<file path="config.mk">
export PLATFORM = sky130hd
export DESIGN_NAME = u2_core_top
export DESIGN_NICKNAME = d
export VERILOG_FILES = /design/src/u2_core_pkg.sv /design/src/u2_core_top.sv /design/src/misc_ctrl_regs.sv /design/src/vita_time_keeper.sv /design/src/wb_settings_slave.sv
export SDC_FILE = /design/constraint.sdc
export NUM_CORES = 1
export LEC_CHECK = 0
export CAP_MARGIN = 0
export CORE_ASPECT_RATIO = 0.5
export CORE_MARGIN = 2
export CORE_UTILIZATION = 25
export DETAILED_ROUTE_END_ITERATION = 16
export DONT_BUFFER_PORTS = 1
export PLACE_DENSITY = 0.42
export SLEW_MARGIN = 40
export SYNTH_ARGS = -nofsm -noshare
export SYNTH_HDL_FRONTEND = slang
export SYNTH_SLANG_ARGS = --single-unit
</file>
<file path="constraint.sdc">
create_clock -name dsp_clk -period 5.8 [get_ports dsp_clk]
set_input_delay 0.87 -clock dsp_clk [delete_from_list [all_inputs] [get_ports dsp_clk]]
set_output_delay 0.87 -clock dsp_clk [all_outputs]
set_load 0.05 [all_outputs]
</file>
<file path="src/u2_core_pkg.sv">
package u2_core_pkg;

   // Bus widths
   localparam int WB_DW  = 32;
   localparam int WB_AW  = 8;
   localparam int SET_AW = 8;

   typedef logic [SET_AW-1:0] set_addr_t;
   typedef logic [WB_DW-1:0]  word_t;
   // Seconds in the upper word, ticks in the lower word
   typedef logic [63:0]       vita_time_t;

   //////////////////////////////////////////////////////////////////////
   // Settings bus map

   // Misc control block, 7 addresses from here
   localparam set_addr_t SR_MISC   = 8'd0;
   // VITA time load, secs / ticks / mode
   localparam set_addr_t SR_TIME64 = 8'd10;

   // LEDs 1 to 4 under hardware control out of reset
   localparam logic [7:0] LED_SRC_RESET = 8'h1E;

   //////////////////////////////////////////////////////////////////////
   // Readback space, selected by the low 4 address bits

   localparam logic [3:0] RB_CONFIG  = 4'd9;
   localparam logic [3:0] RB_TIME_HI = 4'd10;
   localparam logic [3:0] RB_TIME_LO = 4'd11;
   localparam logic [3:0] RB_COMPAT  = 4'd12;
   localparam logic [3:0] RB_PPS_HI  = 4'd14;
   localparam logic [3:0] RB_PPS_LO  = 4'd15;

   // Bump when the register map changes in a way software can see
   localparam word_t COMPAT_NUM = 32'd6;

   typedef enum logic {
      WB_IDLE,
      WB_ACK
   } wb_state_e;

   typedef enum logic {
      LOAD_AT_PPS = 1'b0,
      LOAD_NOW    = 1'b1
   } time_load_e;

endpackage
</file>
<file path="src/u2_core_top.sv">
`timescale 1ns/1ps

module u2_core_top #(
   parameter int unsigned TICKS_PER_SEC = 100000000
) (
   input  logic                            dsp_clk,
   input  logic                            por_rst,

   // Wishbone classic slave port
   input  logic                            wb_cyc_i,
   input  logic                            wb_stb_i,
   input  logic                            wb_we_i,
   input  logic [u2_core_pkg::WB_AW-1:0]   wb_adr_i,
   input  u2_core_pkg::word_t              wb_dat_i,
   input  logic [u2_core_pkg::WB_DW/8-1:0] wb_sel_i,
   output logic                            wb_ack_o,
   output u2_core_pkg::word_t              wb_dat_o,

   input  logic                            pps_i,
   input  logic                            sim_mode_i,
   input  logic [3:0]                      clock_divider_i,
   input  logic                            clk_status_i,
   input  logic                            serdes_link_up_i,

   output logic                            clock_ready_o,
   output logic [1:0]                      clk_en_o,
   output logic [1:0]                      clk_sel_o,
   output logic                            ser_enable_o,
   output logic                            ser_prbsen_o,
   output logic                            ser_loopen_o,
   output logic                            ser_rx_en_o,
   output logic                            adc_oe_a_o,
   output logic                            adc_on_a_o,
   output logic                            adc_oe_b_o,
   output logic                            adc_on_b_o,
   output logic                            phy_resetn_o,
   output logic [7:0]                      leds_o,

   output u2_core_pkg::vita_time_t         vita_time_o,
   output logic                            pps_int_o
);

   import u2_core_pkg::*;

   logic       set_stb;
   set_addr_t  set_addr;
   word_t      set_data;
   vita_time_t vita_time_pps;

   //////////////////////////////////////////////////////////////////////
   // Bus slave, settings strobes out and readback in

   wb_settings_slave wb_slave_i (
      .dsp_clk         (dsp_clk),
      .por_rst         (por_rst),
      .wb_cyc_i        (wb_cyc_i),
      .wb_stb_i        (wb_stb_i),
      .wb_we_i         (wb_we_i),
      .wb_adr_i        (wb_adr_i),
      .wb_dat_i        (wb_dat_i),
      .wb_ack_o        (wb_ack_o),
      .wb_dat_o        (wb_dat_o),
      .set_stb_o       (set_stb),
      .set_addr_o      (set_addr),
      .set_data_o      (set_data),
      .vita_time_i     (vita_time_o),
      .vita_time_pps_i (vita_time_pps),
      .sim_mode_i      (sim_mode_i),
      .clock_divider_i (clock_divider_i)
   );

   vita_time_keeper #(
      .TICKS_PER_SEC (TICKS_PER_SEC)
   ) time_keeper_i (
      .dsp_clk         (dsp_clk),
      .por_rst         (por_rst),
      .set_stb_i       (set_stb),
      .set_addr_i      (set_addr),
      .set_data_i      (set_data),
      .pps_i           (pps_i),
      .vita_time_o     (vita_time_o),
      .vita_time_pps_o (vita_time_pps),
      .pps_int_o       (pps_int_o)
   );

   misc_ctrl_regs misc_regs_i (
      .dsp_clk          (dsp_clk),
      .por_rst          (por_rst),
      .set_stb_i        (set_stb),
      .set_addr_i       (set_addr),
      .set_data_i       (set_data),
      .clk_status_i     (clk_status_i),
      .serdes_link_up_i (serdes_link_up_i),
      .clock_ready_o    (clock_ready_o),
      .clk_en_o         (clk_en_o),
      .clk_sel_o        (clk_sel_o),
      .ser_enable_o     (ser_enable_o),
      .ser_prbsen_o     (ser_prbsen_o),
      .ser_loopen_o     (ser_loopen_o),
      .ser_rx_en_o      (ser_rx_en_o),
      .adc_oe_a_o       (adc_oe_a_o),
      .adc_on_a_o       (adc_on_a_o),
      .adc_oe_b_o       (adc_oe_b_o),
      .adc_on_b_o       (adc_on_b_o),
      .phy_resetn_o     (phy_resetn_o),
      .leds_o           (leds_o)
   );

endmodule

</file>
<file path="src/misc_ctrl_regs.sv">
`timescale 1ns/1ps

module misc_ctrl_regs (
   input  logic                   dsp_clk,
   input  logic                   por_rst,

   // Settings bus
   input  logic                   set_stb_i,
   input  u2_core_pkg::set_addr_t set_addr_i,
   input  u2_core_pkg::word_t     set_data_i,

   // Hardware LED sources
   input  logic                   clk_status_i,
   input  logic                   serdes_link_up_i,

   // Clock generator control
   output logic                   clock_ready_o,
   output logic [1:0]             clk_en_o,
   output logic [1:0]             clk_sel_o,

   // SERDES control
   output logic                   ser_enable_o,
   output logic                   ser_prbsen_o,
   output logic                   ser_loopen_o,
   output logic                   ser_rx_en_o,

   // ADC control
   output logic                   adc_oe_a_o,
   output logic                   adc_on_a_o,
   output logic                   adc_oe_b_o,
   output logic                   adc_on_b_o,

   output logic                   phy_resetn_o,
   output logic [7:0]             leds_o
);

   import u2_core_pkg::*;

   localparam set_addr_t ADDR_CLK     = SR_MISC + 8'd0;
   localparam set_addr_t ADDR_SERDES  = SR_MISC + 8'd1;
   localparam set_addr_t ADDR_ADC     = SR_MISC + 8'd2;
   localparam set_addr_t ADDR_LED_SW  = SR_MISC + 8'd3;
   localparam set_addr_t ADDR_PHY     = SR_MISC + 8'd4;
   localparam set_addr_t ADDR_LED_SRC = SR_MISC + 8'd6;

   logic [4:0] clk_q;
   logic [3:0] serdes_q;
   logic [3:0] adc_q;
   logic [7:0] led_sw_q;
   logic       phy_rst_q;
   logic [7:0] led_src_q;
   logic [7:0] led_hw;

   //////////////////////////////////////////////////////////////////////
   // Setting registers

   always_ff @(posedge dsp_clk) begin
      if (por_rst) begin
         clk_q     <= '0;
         serdes_q  <= '0;
         adc_q     <= '0;
         led_sw_q  <= '0;
         phy_rst_q <= 1'b0;
         led_src_q <= LED_SRC_RESET;
      end else if (set_stb_i) begin
         case (set_addr_i)
            ADDR_CLK:     clk_q     <= set_data_i[4:0];
            ADDR_SERDES:  serdes_q  <= set_data_i[3:0];
            ADDR_ADC:     adc_q     <= set_data_i[3:0];
            ADDR_LED_SW:  led_sw_q  <= set_data_i[7:0];
            ADDR_PHY:     phy_rst_q <= set_data_i[0];
            ADDR_LED_SRC: led_src_q <= set_data_i[7:0];
            // Other addresses belong to other blocks
            default: ;
         endcase
      end
   end

   assign {clock_ready_o, clk_en_o, clk_sel_o} = clk_q;
   assign {ser_enable_o, ser_prbsen_o, ser_loopen_o, ser_rx_en_o} = serdes_q;
   assign {adc_oe_a_o, adc_on_a_o, adc_oe_b_o, adc_on_b_o} = adc_q;

   // PHY reset pin is active low
   assign phy_resetn_o = ~phy_rst_q;

   // LED mix, source bit 1 selects hardware
   assign led_hw = {5'b0, clk_status_i, serdes_link_up_i, 1'b0};
   assign leds_o = (led_src_q & led_hw) | (~led_src_q & led_sw_q);

endmodule

</file>
<file path="src/vita_time_keeper.sv">
`timescale 1ns/1ps

module vita_time_keeper #(
   parameter int unsigned TICKS_PER_SEC = 100000000
) (
   input  logic                    dsp_clk,
   input  logic                    por_rst,

   // Settings bus
   input  logic                    set_stb_i,
   input  u2_core_pkg::set_addr_t  set_addr_i,
   input  u2_core_pkg::word_t      set_data_i,

   input  logic                    pps_i,

   output u2_core_pkg::vita_time_t vita_time_o,
   output u2_core_pkg::vita_time_t vita_time_pps_o,
   output logic                    pps_int_o
);

   import u2_core_pkg::*;

   localparam set_addr_t ADDR_SECS  = SR_TIME64;
   localparam set_addr_t ADDR_TICKS = SR_TIME64 + 8'd1;
   localparam set_addr_t ADDR_MODE  = SR_TIME64 + 8'd2;
   localparam word_t     LAST_TICK  = word_t'(TICKS_PER_SEC - 1);

   word_t      secs_load_q;
   word_t      ticks_load_q;
   time_load_e mode_q;
   logic       armed_q;
   logic       ticks_wr;
   logic       do_load;
   logic       pps_meta_q;
   logic       pps_sync_q;
   logic       pps_dly_q;
   logic       pps_edge;
   vita_time_t time_q;
   vita_time_t time_pps_q;

   //////////////////////////////////////////////////////////////////////
   // Load registers

   assign ticks_wr = set_stb_i && (set_addr_i == ADDR_TICKS);

   always_ff @(posedge dsp_clk) begin
      if (set_stb_i && (set_addr_i == ADDR_SECS)) begin
         secs_load_q <= set_data_i;
      end
      if (ticks_wr) begin
         ticks_load_q <= set_data_i;
      end
   end

   always_ff @(posedge dsp_clk) begin
      if (por_rst) begin
         mode_q <= LOAD_AT_PPS;
      end else if (set_stb_i && (set_addr_i == ADDR_MODE)) begin
         mode_q <= time_load_e'(set_data_i[0]);
      end
   end

   // Writing ticks arms the load, a new write wins over the clear
   always_ff @(posedge dsp_clk) begin
      if (por_rst) begin
         armed_q <= 1'b0;
      end else if (ticks_wr) begin
         armed_q <= 1'b1;
      end else if (do_load) begin
         armed_q <= 1'b0;
      end
   end

   // LOAD_NOW takes effect the cycle after the ticks write
   assign do_load = armed_q && ((mode_q == LOAD_NOW) || pps_edge);

   //////////////////////////////////////////////////////////////////////
   // PPS synchronizer and rising edge

   always_ff @(posedge dsp_clk) begin
      if (por_rst) begin
         pps_meta_q <= 1'b0;
         pps_sync_q <= 1'b0;
         pps_dly_q  <= 1'b0;
      end else begin
         pps_meta_q <= pps_i;
         pps_sync_q <= pps_meta_q;
         pps_dly_q  <= pps_sync_q;
      end
   end

   assign pps_edge  = pps_sync_q && !pps_dly_q;
   assign pps_int_o = pps_edge;

   //////////////////////////////////////////////////////////////////////
   // Seconds:ticks counter

   always_ff @(posedge dsp_clk) begin
      if (por_rst) begin
         time_q <= '0;
      end else if (do_load) begin
         time_q <= {secs_load_q, ticks_load_q};
      end else if (time_q[31:0] == LAST_TICK) begin
         time_q <= {time_q[63:32] + 32'd1, 32'd0};
      end else begin
         time_q[31:0] <= time_q[31:0] + 32'd1;
      end
   end

   // Capture holds the pre-load time of the edge cycle
   always_ff @(posedge dsp_clk) begin
      if (por_rst) begin
         time_pps_q <= '0;
      end else if (pps_edge) begin
         time_pps_q <= time_q;
      end
   end

   assign vita_time_o     = time_q;
   assign vita_time_pps_o = time_pps_q;

endmodule

</file>
<file path="src/wb_settings_slave.sv">
`timescale 1ns/1ps

module wb_settings_slave (
   input  logic                          dsp_clk,
   input  logic                          por_rst,

   // Wishbone classic slave
   input  logic                          wb_cyc_i,
   input  logic                          wb_stb_i,
   input  logic                          wb_we_i,
   input  logic [u2_core_pkg::WB_AW-1:0] wb_adr_i,
   input  u2_core_pkg::word_t            wb_dat_i,
   output logic                          wb_ack_o,
   output u2_core_pkg::word_t            wb_dat_o,

   // Settings bus
   output logic                          set_stb_o,
   output u2_core_pkg::set_addr_t        set_addr_o,
   output u2_core_pkg::word_t            set_data_o,

   // Readback sources
   input  u2_core_pkg::vita_time_t       vita_time_i,
   input  u2_core_pkg::vita_time_t       vita_time_pps_i,
   input  logic                          sim_mode_i,
   input  logic [3:0]                    clock_divider_i
);

   import u2_core_pkg::*;

   wb_state_e state_q;
   logic      req_accept;
   word_t     rb_word;
   logic      set_stb_q;
   set_addr_t set_addr_q;
   word_t     set_data_q;
   word_t     rd_data_q;

   // A request is taken only from idle, so the master sees one ack per transfer
   assign req_accept = (state_q == WB_IDLE) && wb_cyc_i && wb_stb_i;

   //////////////////////////////////////////////////////////////////////
   // Handshake FSM

   always_ff @(posedge dsp_clk) begin
      if (por_rst) begin
         state_q <= WB_IDLE;
      end else begin
         case (state_q)
            WB_IDLE: begin
               if (wb_cyc_i && wb_stb_i) begin
                  state_q <= WB_ACK;
               end
            end
            WB_ACK: begin
               state_q <= WB_IDLE;
            end
            default: begin
               state_q <= WB_IDLE;
            end
         endcase
      end
   end

   assign wb_ack_o = (state_q == WB_ACK);

   //////////////////////////////////////////////////////////////////////
   // Settings strobe, lines up with the write ack

   always_ff @(posedge dsp_clk) begin
      if (por_rst) begin
         set_stb_q <= 1'b0;
      end else begin
         set_stb_q <= req_accept && wb_we_i;
      end
   end

   // Byte selects are not looked at, every write is a full word
   always_ff @(posedge dsp_clk) begin
      if (req_accept) begin
         set_addr_q <= wb_adr_i[SET_AW-1:0];
         set_data_q <= wb_dat_i;
      end
   end

   assign set_stb_o  = set_stb_q;
   assign set_addr_o = set_addr_q;
   assign set_data_o = set_data_q;

   //////////////////////////////////////////////////////////////////////
   // Readback mux

   always_comb begin
      case (wb_adr_i[3:0])
         RB_CONFIG:  rb_word = {sim_mode_i, 27'd0, clock_divider_i};
         RB_TIME_HI: rb_word = vita_time_i[63:32];
         RB_TIME_LO: rb_word = vita_time_i[31:0];
         RB_COMPAT:  rb_word = COMPAT_NUM;
         RB_PPS_HI:  rb_word = vita_time_pps_i[63:32];
         RB_PPS_LO:  rb_word = vita_time_pps_i[31:0];
         // Status and irq words are gone
         default:    rb_word = '0;
      endcase
   end

   // Time is sampled on the same edge that raises ack
   always_ff @(posedge dsp_clk) begin
      if (req_accept) begin
         rd_data_q <= rb_word;
      end
   end

   assign wb_dat_o = rd_data_q;

endmodule

</file>
==> results.md, run 1 <==
* Outcome: finished, final reports clean
* Total length of routed wires at ~37 mm
* Buffers plus inverters on the worst setup path at 3
* Worst path depth at 4
* Clock transition at the register clock pins on the worst setup and hold paths after CTS at 0.07 ns
* Largest incremental delay on the critical path at approximately 0.63 ns
* Endpoint of the worst setup timing path: pps_int_o
* Pin count of the biggest net entering global routing at 140
* Sum of negative setup slack at 0 ns
* Arrival time of data at the critical path endpoint at approximately 2.4 ns
* Worst Path Class, Setup: flip-flop to output port
* CP max-delay cell: buf_4
* Die height at about 160 µm
* Syn nets at roughly 1200
* Final Setup Violations at 0
* Final nets at 1163
* Power per standard cell area at ~320 nW/µm²
* Fraction of the cycle the final worst path needs at a little under three fifths
* Detailed-route vias per instance at between 4 and 5
* Ys Warns at 0
* CP Max Fanout at 65
* RSZ-0062 raised after global routing: false
* Static leakage at about 4.5 nW
* Detailed placer's ending HPWL at around 25 mm
* Area Growth Syn to Fin at 15.6%
* Required time at the endpoint of the critical path at approximately 5 ns
* Initial standard-cell utilization of the core at roughly a quarter
* Hold Vio Cnt, Final at 0
* Number of max-slew violations in the final report at 0
* Final period demand of the worst path at roughly 3.3 ns
* Post-Syn Instances at 1118
* Clock Sink Count at roughly 300
* Post-CTS Hold Buffers at 0
* Total of max-cap violations at 0
* TritonCTS clock tree: yes
* Number of remaining DRC errors at 0
* Fmax at 0.305 GHz
* Standard-cell row count at 56
* Commonest non-fill, non-tap cell in the layout: nand2_1
* Slew HR at approximately two fifths
* Die ar. at 49400 µm²
* Syn Std Cell Area at between 10000 and 15000 µm²
* Multi-input gate area at 4280 µm²
* Area of the placeable core at 46900 µm²
* Most used flip-flop cell after synthesis: dfxtp_1
* End of the worst register-to-register path: time_keeper_i.vita_time_o[35]
* Commonest non-fill, non-tap cells in the layout: 231 x nand2_1, 153 x dfxtp_1, 136 x edfxtp_1
* Number of global-route vias before repair at around 8000
* Skew-Pair Late Insertion Delay at just under 0.6 ns
* CTS-repair resized insts at 0
* Transition at the pin with the smallest max-transition slack at 0.886 ns
* Worst-case register-to-register setup slack at 2.64 ns
* Total Power at 4.39 mW
* Share of layout cells above drive strength 1 at between 10% and 20%
* Top delay family on crit path: buffers and inverters
* Critical path cell sequence: nand2b_2 > buf_4 > inv_2 > buf_4
* Sequential cell area fraction in the yosys report at slightly above 60%
* I/O pin count at 177
* Clock Skews at just under 0.04 ns
* Worst VDD drop at about 210 µV
* Number of synthesized register bits at 301
* Antenna violations before repair at 2
* Reg-to-reg startpoint: time_keeper_i.vita_time_o[1]
* Count of antenna-violating nets left after detailed routing at 0
* Syn Area/Cell at between 10 and 15 µm²
* Dominant cell type by count on the critical path: buf_4
* Post-synth EDFFs at roughly 140
* Register area at 7400 µm²
* Count of buffers inserted at the top-level ports at 0
* Kind of capture point of the worst setup path: output port
* RD Place Congestion at 0.844
* Die X-Extent at around 310 µm
* Clock buffer depth at 3
* Post-CTS Setup Inserts at 0
* Detailed-route wire length per cell at between 20 and 25 µm
* Number of detailed-route iterations in the first pass at 6
* CTS Buf Count at 30
* Min-delay worst type: input port to flip-flop
* Worst Setup SP: time_keeper_i.pps_dly_q
* Startpoint class of the critical path: flip-flop
* Share of synthesized registers carrying an async set or reset at 0%
* First DRT Iteration DRCs at ~700
* Routed vias at just over 8000
* GRT Util Overall at 14.5%
* Path depth of the worst reg2reg path at 9
* Wire length of the first global-routing pass at approximately 54 mm
* Number of distinct library cells after synthesis at 49
* Filler instances at between 4000 and 5000
* Buffer type at the clock tree root: clkbuf_16
* Gr ovfl total at 0
* Count of H-tree levels built during CTS at 1
[cell usage after synthesis (all sizes together) (5+ instances only)]
cell type,number,area [µm²]
nand2,231,867
dfxtp,165,3300
edfxtp,136,4080
a21oi,81,405
nor2,68,272
a22oi,63,473
clkbuf,52,195
nand3,46,245
xor2,44,385
o21ai,31,155
a211oi,28,215
nand4,20,131
mux2i,19,190
nor3,16,91.3
buf,15,76.3
nor2b,15,93.8
xnor2,13,114
and3,12,75.1
nor4,9,90.1
and4,8,70.1
nand2b,6,37.5
and2,5,31.3
inv,5,18.8
[routing by layer]
metal  part of all wire, %  up-vias  track usage, %
li1                      -     3973               -
met1                    48     4060            21.0
met2                    44      227            22.2
met3                   5.1       49            2.75
met4                   2.5        2            3.91
met5                 0.036        -               0
[worst min path at each step]
stage / endpoint / slack [ns] / startpoint / cells past startpoint
after floorplan: time_keeper_i.pps_sync_q / 0.41 / time_keeper_i.pps_meta_q / 1
after global placement: time_keeper_i.pps_sync_q / 0.43 / time_keeper_i.pps_meta_q / 1
after detailed placement: time_keeper_i.pps_sync_q / 0.43 / time_keeper_i.pps_meta_q / 1
after CTS: time_keeper_i.vita_time_o[48] / 0.31 / por_rst / 1
after global routing: wb_slave_i.set_data_o[22] / 0.33 / wb_dat_i[22] / 0
final: wb_slave_i.set_data_o[22] / 0.37 / wb_dat_i[22] / 0
[report_power, final]
part	total (mW)	internal, mW	switching (mW)
Clock	2.01	1.15	0.860
Combinational	0.0766	0.0188	0.0578
Sequential	2.30	2.24	0.0575
Total	4.39	3.41	0.976
[area by class of cell]
| type | count | share of cell area, % |
|---|---|---|
| Antenna cell | 1 | 0.0182 |
| Multi-Input combinational cell | 745 | 31.1 |
| Tap cell | 638 | 5.81 |
| Inverter | 5 | 0.137 |
| Timing Repair Buffer | 21 | 1.57 |
| Clock inverter | 23 | 1.77 |
| Sequential cell | 301 | 53.9 |
| Clock buffer | 33 | 5.69 |
[sequential cells by signal, indices dropped and copies added, names as in the netlist]
name	cells
time_keeper_i.vita_time_o	64
time_keeper_i.vita_time_pps_o	64
time_keeper_i.secs_load_q	32
time_keeper_i.ticks_load_q	32
wb_slave_i.set_data_o	32
wb_slave_i.wb_dat_o	32
misc_regs_i.led_src_q	8
misc_regs_i.led_sw_q	8
wb_slave_i.set_addr_o	8
misc_regs_i.clk_q	5
misc_regs_i.adc_q	4
misc_regs_i.serdes_q	4
misc_regs_i.phy_rst_q	1
time_keeper_i.armed_q	1
time_keeper_i.mode_q	1
time_keeper_i.pps_dly_q	1
time_keeper_i.pps_meta_q	1
time_keeper_i.pps_sync_q	1
wb_slave_i.set_stb_o	1
wb_slave_i.wb_ack_o	1
[worst reg2reg max path, stage by stage (launching register included)]
cell and delay (ns):
dfxtp_1 0.85, ha_1 0.44, and4_1 0.24, nand2_1 0.19, nor3_4 0.35, buf_4 0.27
buf_8 0.17, nand4_1 0.12, xor2_1 0.19, a211oi_1 0.26
[through the flow]
| step | cell area [µm²] | setup WS [ns] | utilization [%] | std cells | hold slack [ns] |
|---|---|---|---|---|---|
| 6_report | 13700 | 2.52 | 29.3 | 1767 | 0.371 |
| 4_1_cts | 13700 | 2.48 | 29.3 | 1766 | 0.308 |
| 2_1_floorplan | 11900 | 1.35 | - | 1118 | 0.414 |
| 3_5_place_dp | 12700 | 2.68 | 27.1 | 1710 | 0.432 |
| 3_3_place_gp | 12600 | 2.15 | 26.8 | 1703 | 0.431 |
| 5_1_grt | 13700 | 2.37 | 29.3 | 1766 | 0.331 |
[cell families after synthesis]
family          after synthesis  synth area share, %
simple gates                451                 17.9
flops                       301                 62.2
compound gates              214                 11.3
buf+inv                      72                 2.44
xor+xnor                     57                 4.20
mux                          21                 1.79
fa+ha+maj                     2                0.211
Power figures use the tool's default switching activity.
==> inputs of run 2 (changes only) <==
==> constraint.sdc (replaced) <==
create_clock -name dsp_clk -period 3.1 [get_ports dsp_clk]
set_input_delay 0.465 -clock dsp_clk [delete_from_list [all_inputs] [get_ports dsp_clk]]
set_output_delay 0.465 -clock dsp_clk [all_outputs]
set_load 0.05 [all_outputs]
==> results.md, run 2 (same netlist as run 1, synthesis figures left out) <==
* Standard-cell row count at 56 (unchanged)
* Static leakage at 4.99 nW (+11%)
* Transition at the pin with the smallest max-transition slack at 0.722 ns (-0.163 ns)
* Final Setup Violations at 0 (unchanged)
* Detailed placer's ending HPWL at 26.0 mm (+3.3%)
* Pin count of the biggest net entering global routing at 133 (-5.0%)
* Combinational power share at 3.0% (+1.3 points)
* GRT Util Overall at 14.9% (+0.39 points)
* Startpoint class of the critical path: flip-flop
* Multi-input gate area at 4270 µm² (-0.29%)
* Met2 wire len at 16.1 mm (-0.35%)
* Area of the placeable core at 46900 µm² (unchanged)
* Routed vias at 8631 (+3.9%)
* RD Place Congestion at 0.801 (-5.1%)
* Sum of negative setup slack at 0 ns (unchanged)
* Worst Path Class, Setup: flip-flop to flip-flop
* Worst VDD drop at 387 µV (+86%)
* CTS Buf Count at 29 (-3.3%)
* Uppermost layer routed: met4
* Proportion of power drawn by flip-flops and latches at 52.7% (+0.3 points)
* Detailed-route vias per instance at 4.62 (-1.8%)
* Number of global-route vias before repair at 8432 (+4.8%)
* Final period demand of the worst path at between 2 and 2.5 ns
* Skew-Pair Late Insertion Delay at 0.57 ns (-0.02 ns)
* Register area at 7390 µm² (-0.20%)
* Clock buffer depth at 3 (unchanged)
* TritonCTS clock tree: yes
* Filler instances at 4788 (-1.1%)
* Initial standard-cell utilization of the core at 25.4% (unchanged)
* Total length of routed wires at 37.7 mm (+2.9%)
* Share of layout cells above drive strength 1 at 12.9% (+2.7 points)
* Commonest non-fill, non-tap cells in the layout: 231 x nand2_1, 165 x dfxtp_1, 136 x edfxtp_1
* Buffer type at the clock tree root: clkbuf_16
* Fraction of the cycle the final worst path needs at approximately four fifths
* Clock transition at the register clock pins on the worst setup and hold paths after CTS at 0.07 ns (about the same)
* Dpl cell area at 13100 µm² (+3.1%)
* Post-route standard cell area excluding fillers at 14500 µm² (+5.6%)
* Area Growth Syn to Fin at 22.0%
* CP Max Fanout at 13 (-80%)
* Number of detailed-route iterations in the first pass at 5 (-1)
* Count of antenna-violating nets left after detailed routing at 0 (unchanged)
* Die X-Extent at 312 µm (unchanged)
* Switching share of power at 22.3% (+0.061 points)
* Post-CTS Setup Inserts at 0 (unchanged)
* Cell internal power dissipation at 6.31 mW (+85%)
* I/O pin count at 177 (unchanged)
* Arrival time of data at the critical path endpoint at 2.87 ns (+0.46 ns)
* Clock group share of total power at 44.3% (-1.6 points)
* WL met1 at 18.8 mm (+6.3%)
* Wire length of the first global-routing pass at 55.6 mm (+2.8%)
* Total of max-cap violations at 0 (unchanged)
* First DRT Iteration DRCs at 676 (-1.2%)
* Total Power at 8.12 mW (+85%)
* Fmax at approximately 0.41 GHz
* Clock Sink Count at 301 (unchanged)
* Required time at the endpoint of the critical path at 3.52 ns (-1.41 ns)
* Antenna violations before repair at 1 (-1)
* Number of max-slew violations in the final report at 0 (unchanged)
* Count of H-tree levels built during CTS at 1 (unchanged)
* Worst setup slack after placement at 0.707 ns (-1.97 ns)
* Min-delay worst type: input port to flip-flop
* Outcome: finished, final reports clean
* Number of remaining DRC errors at 0 (unchanged)
* Final nets at 1265 (+8.8%)
* RSZ-0062 raised after global routing: false
* Count of buffers inserted at the top-level ports at 0 (unchanged)
* Net Sw Power at 1.81 mW (+86%)
* Setup slack of the critical path after layout at 0.652 ns (-1.86 ns)
* Routed wire length on met3 at 2.01 mm (+7.7%)
* Die height at 158 µm (unchanged)
* CTS-repair resized insts at 0 (unchanged)
* Commonest non-fill, non-tap cell in the layout: nand2_1
* Power per standard cell area at 560 nW/µm² (+75%)
* Detailed-route wire length per cell at 20.2 µm (-2.6%)
* Slew HR at 51.8% (+11 points)
* Kind of capture point of the worst setup path: flip-flop
* Hold Vio Cnt, Final at 0 (unchanged)
* Gr ovfl total at 0 (unchanged)
* Die ar. at 49400 µm² (unchanged)
* Clock Skews at 0.0230 ns (-0.0161 ns)
[run 2: area by class of cell]
| class | count | share of cell area [%] |
|---|---|---|
| Multi-Input combinational cell | 745 | 29.4 |
| Clock buffer | 45 | 6.12 |
| Tap cell | 638 | 5.50 |
| Antenna cell | 1 | 0.0173 |
| Clock inverter | 9 | 0.509 |
| Inverter | 5 | 0.129 |
| Timing Repair Buffer | 124 | 7.38 |
| Sequential cell | 301 | 50.9 |
[run 2: layer usage]
layer / up-vias / GRT usage, %
li1: 4171 / -
met1: 4208 / 22.1
met2: 213 / 21.9
met3: 39 / 3.25
met4: 0 / 3.48
met5: - / 0
[run 2: power groups by stage]
stage	sequential [mW]	combinational [mW]	clock (mW)
finish	4.28	0.244	3.60
global route	4.28	0.263	3.86
CTS	4.28	0.246	3.70
detailed placement	4.37	0.166	0
global placement	4.37	0.164	0
floorplan	4.37	0.106	0
[run 2: worst max-delay path, cell delays in order, from the launching register on]
cell and delay, ns:
edfxtp_1 0.36, nor4_1 0.57, nand2_1 0.14, nor3_1 0.16, buf_4 0.21, nand3_1 0.48
mux2i_1 0.33, nor2_1 0.05
[run 2: timing repair]
action | in CTS | in global routing
hold endpoints to repair | 172 | 0
endpoints found under the setup margin | 0 | 0
hold buffers | 42 | 0
[run 2: metrics by stage]
stage	utilization [%]	std cells	hold WS, ns
detailed placement	27.9	1771	0.424
global placement	27.9	1771	0.432
global route	30.9	1867	0.0152
finish	30.9	1868	0.0314
floorplan	-	1118	0.414
CTS	30.9	1867	0.00884
[run 2: path summary, 6_finish.rpt]
check                                         startpoint                  endpoint  slack (ns)  cells after the start
worst max-delay path            wb_slave_i.set_addr_o[5]   misc_regs_i.led_sw_q[7]        0.65                      7
worst min-delay path                             wb_we_i      wb_slave_i.set_stb_o        0.03                      1
worst min register to register  time_keeper_i.pps_meta_q  time_keeper_i.pps_sync_q        0.44                      1
worst max register to register  wb_slave_i.set_addr_o[5]   misc_regs_i.led_sw_q[7]        0.65                      7
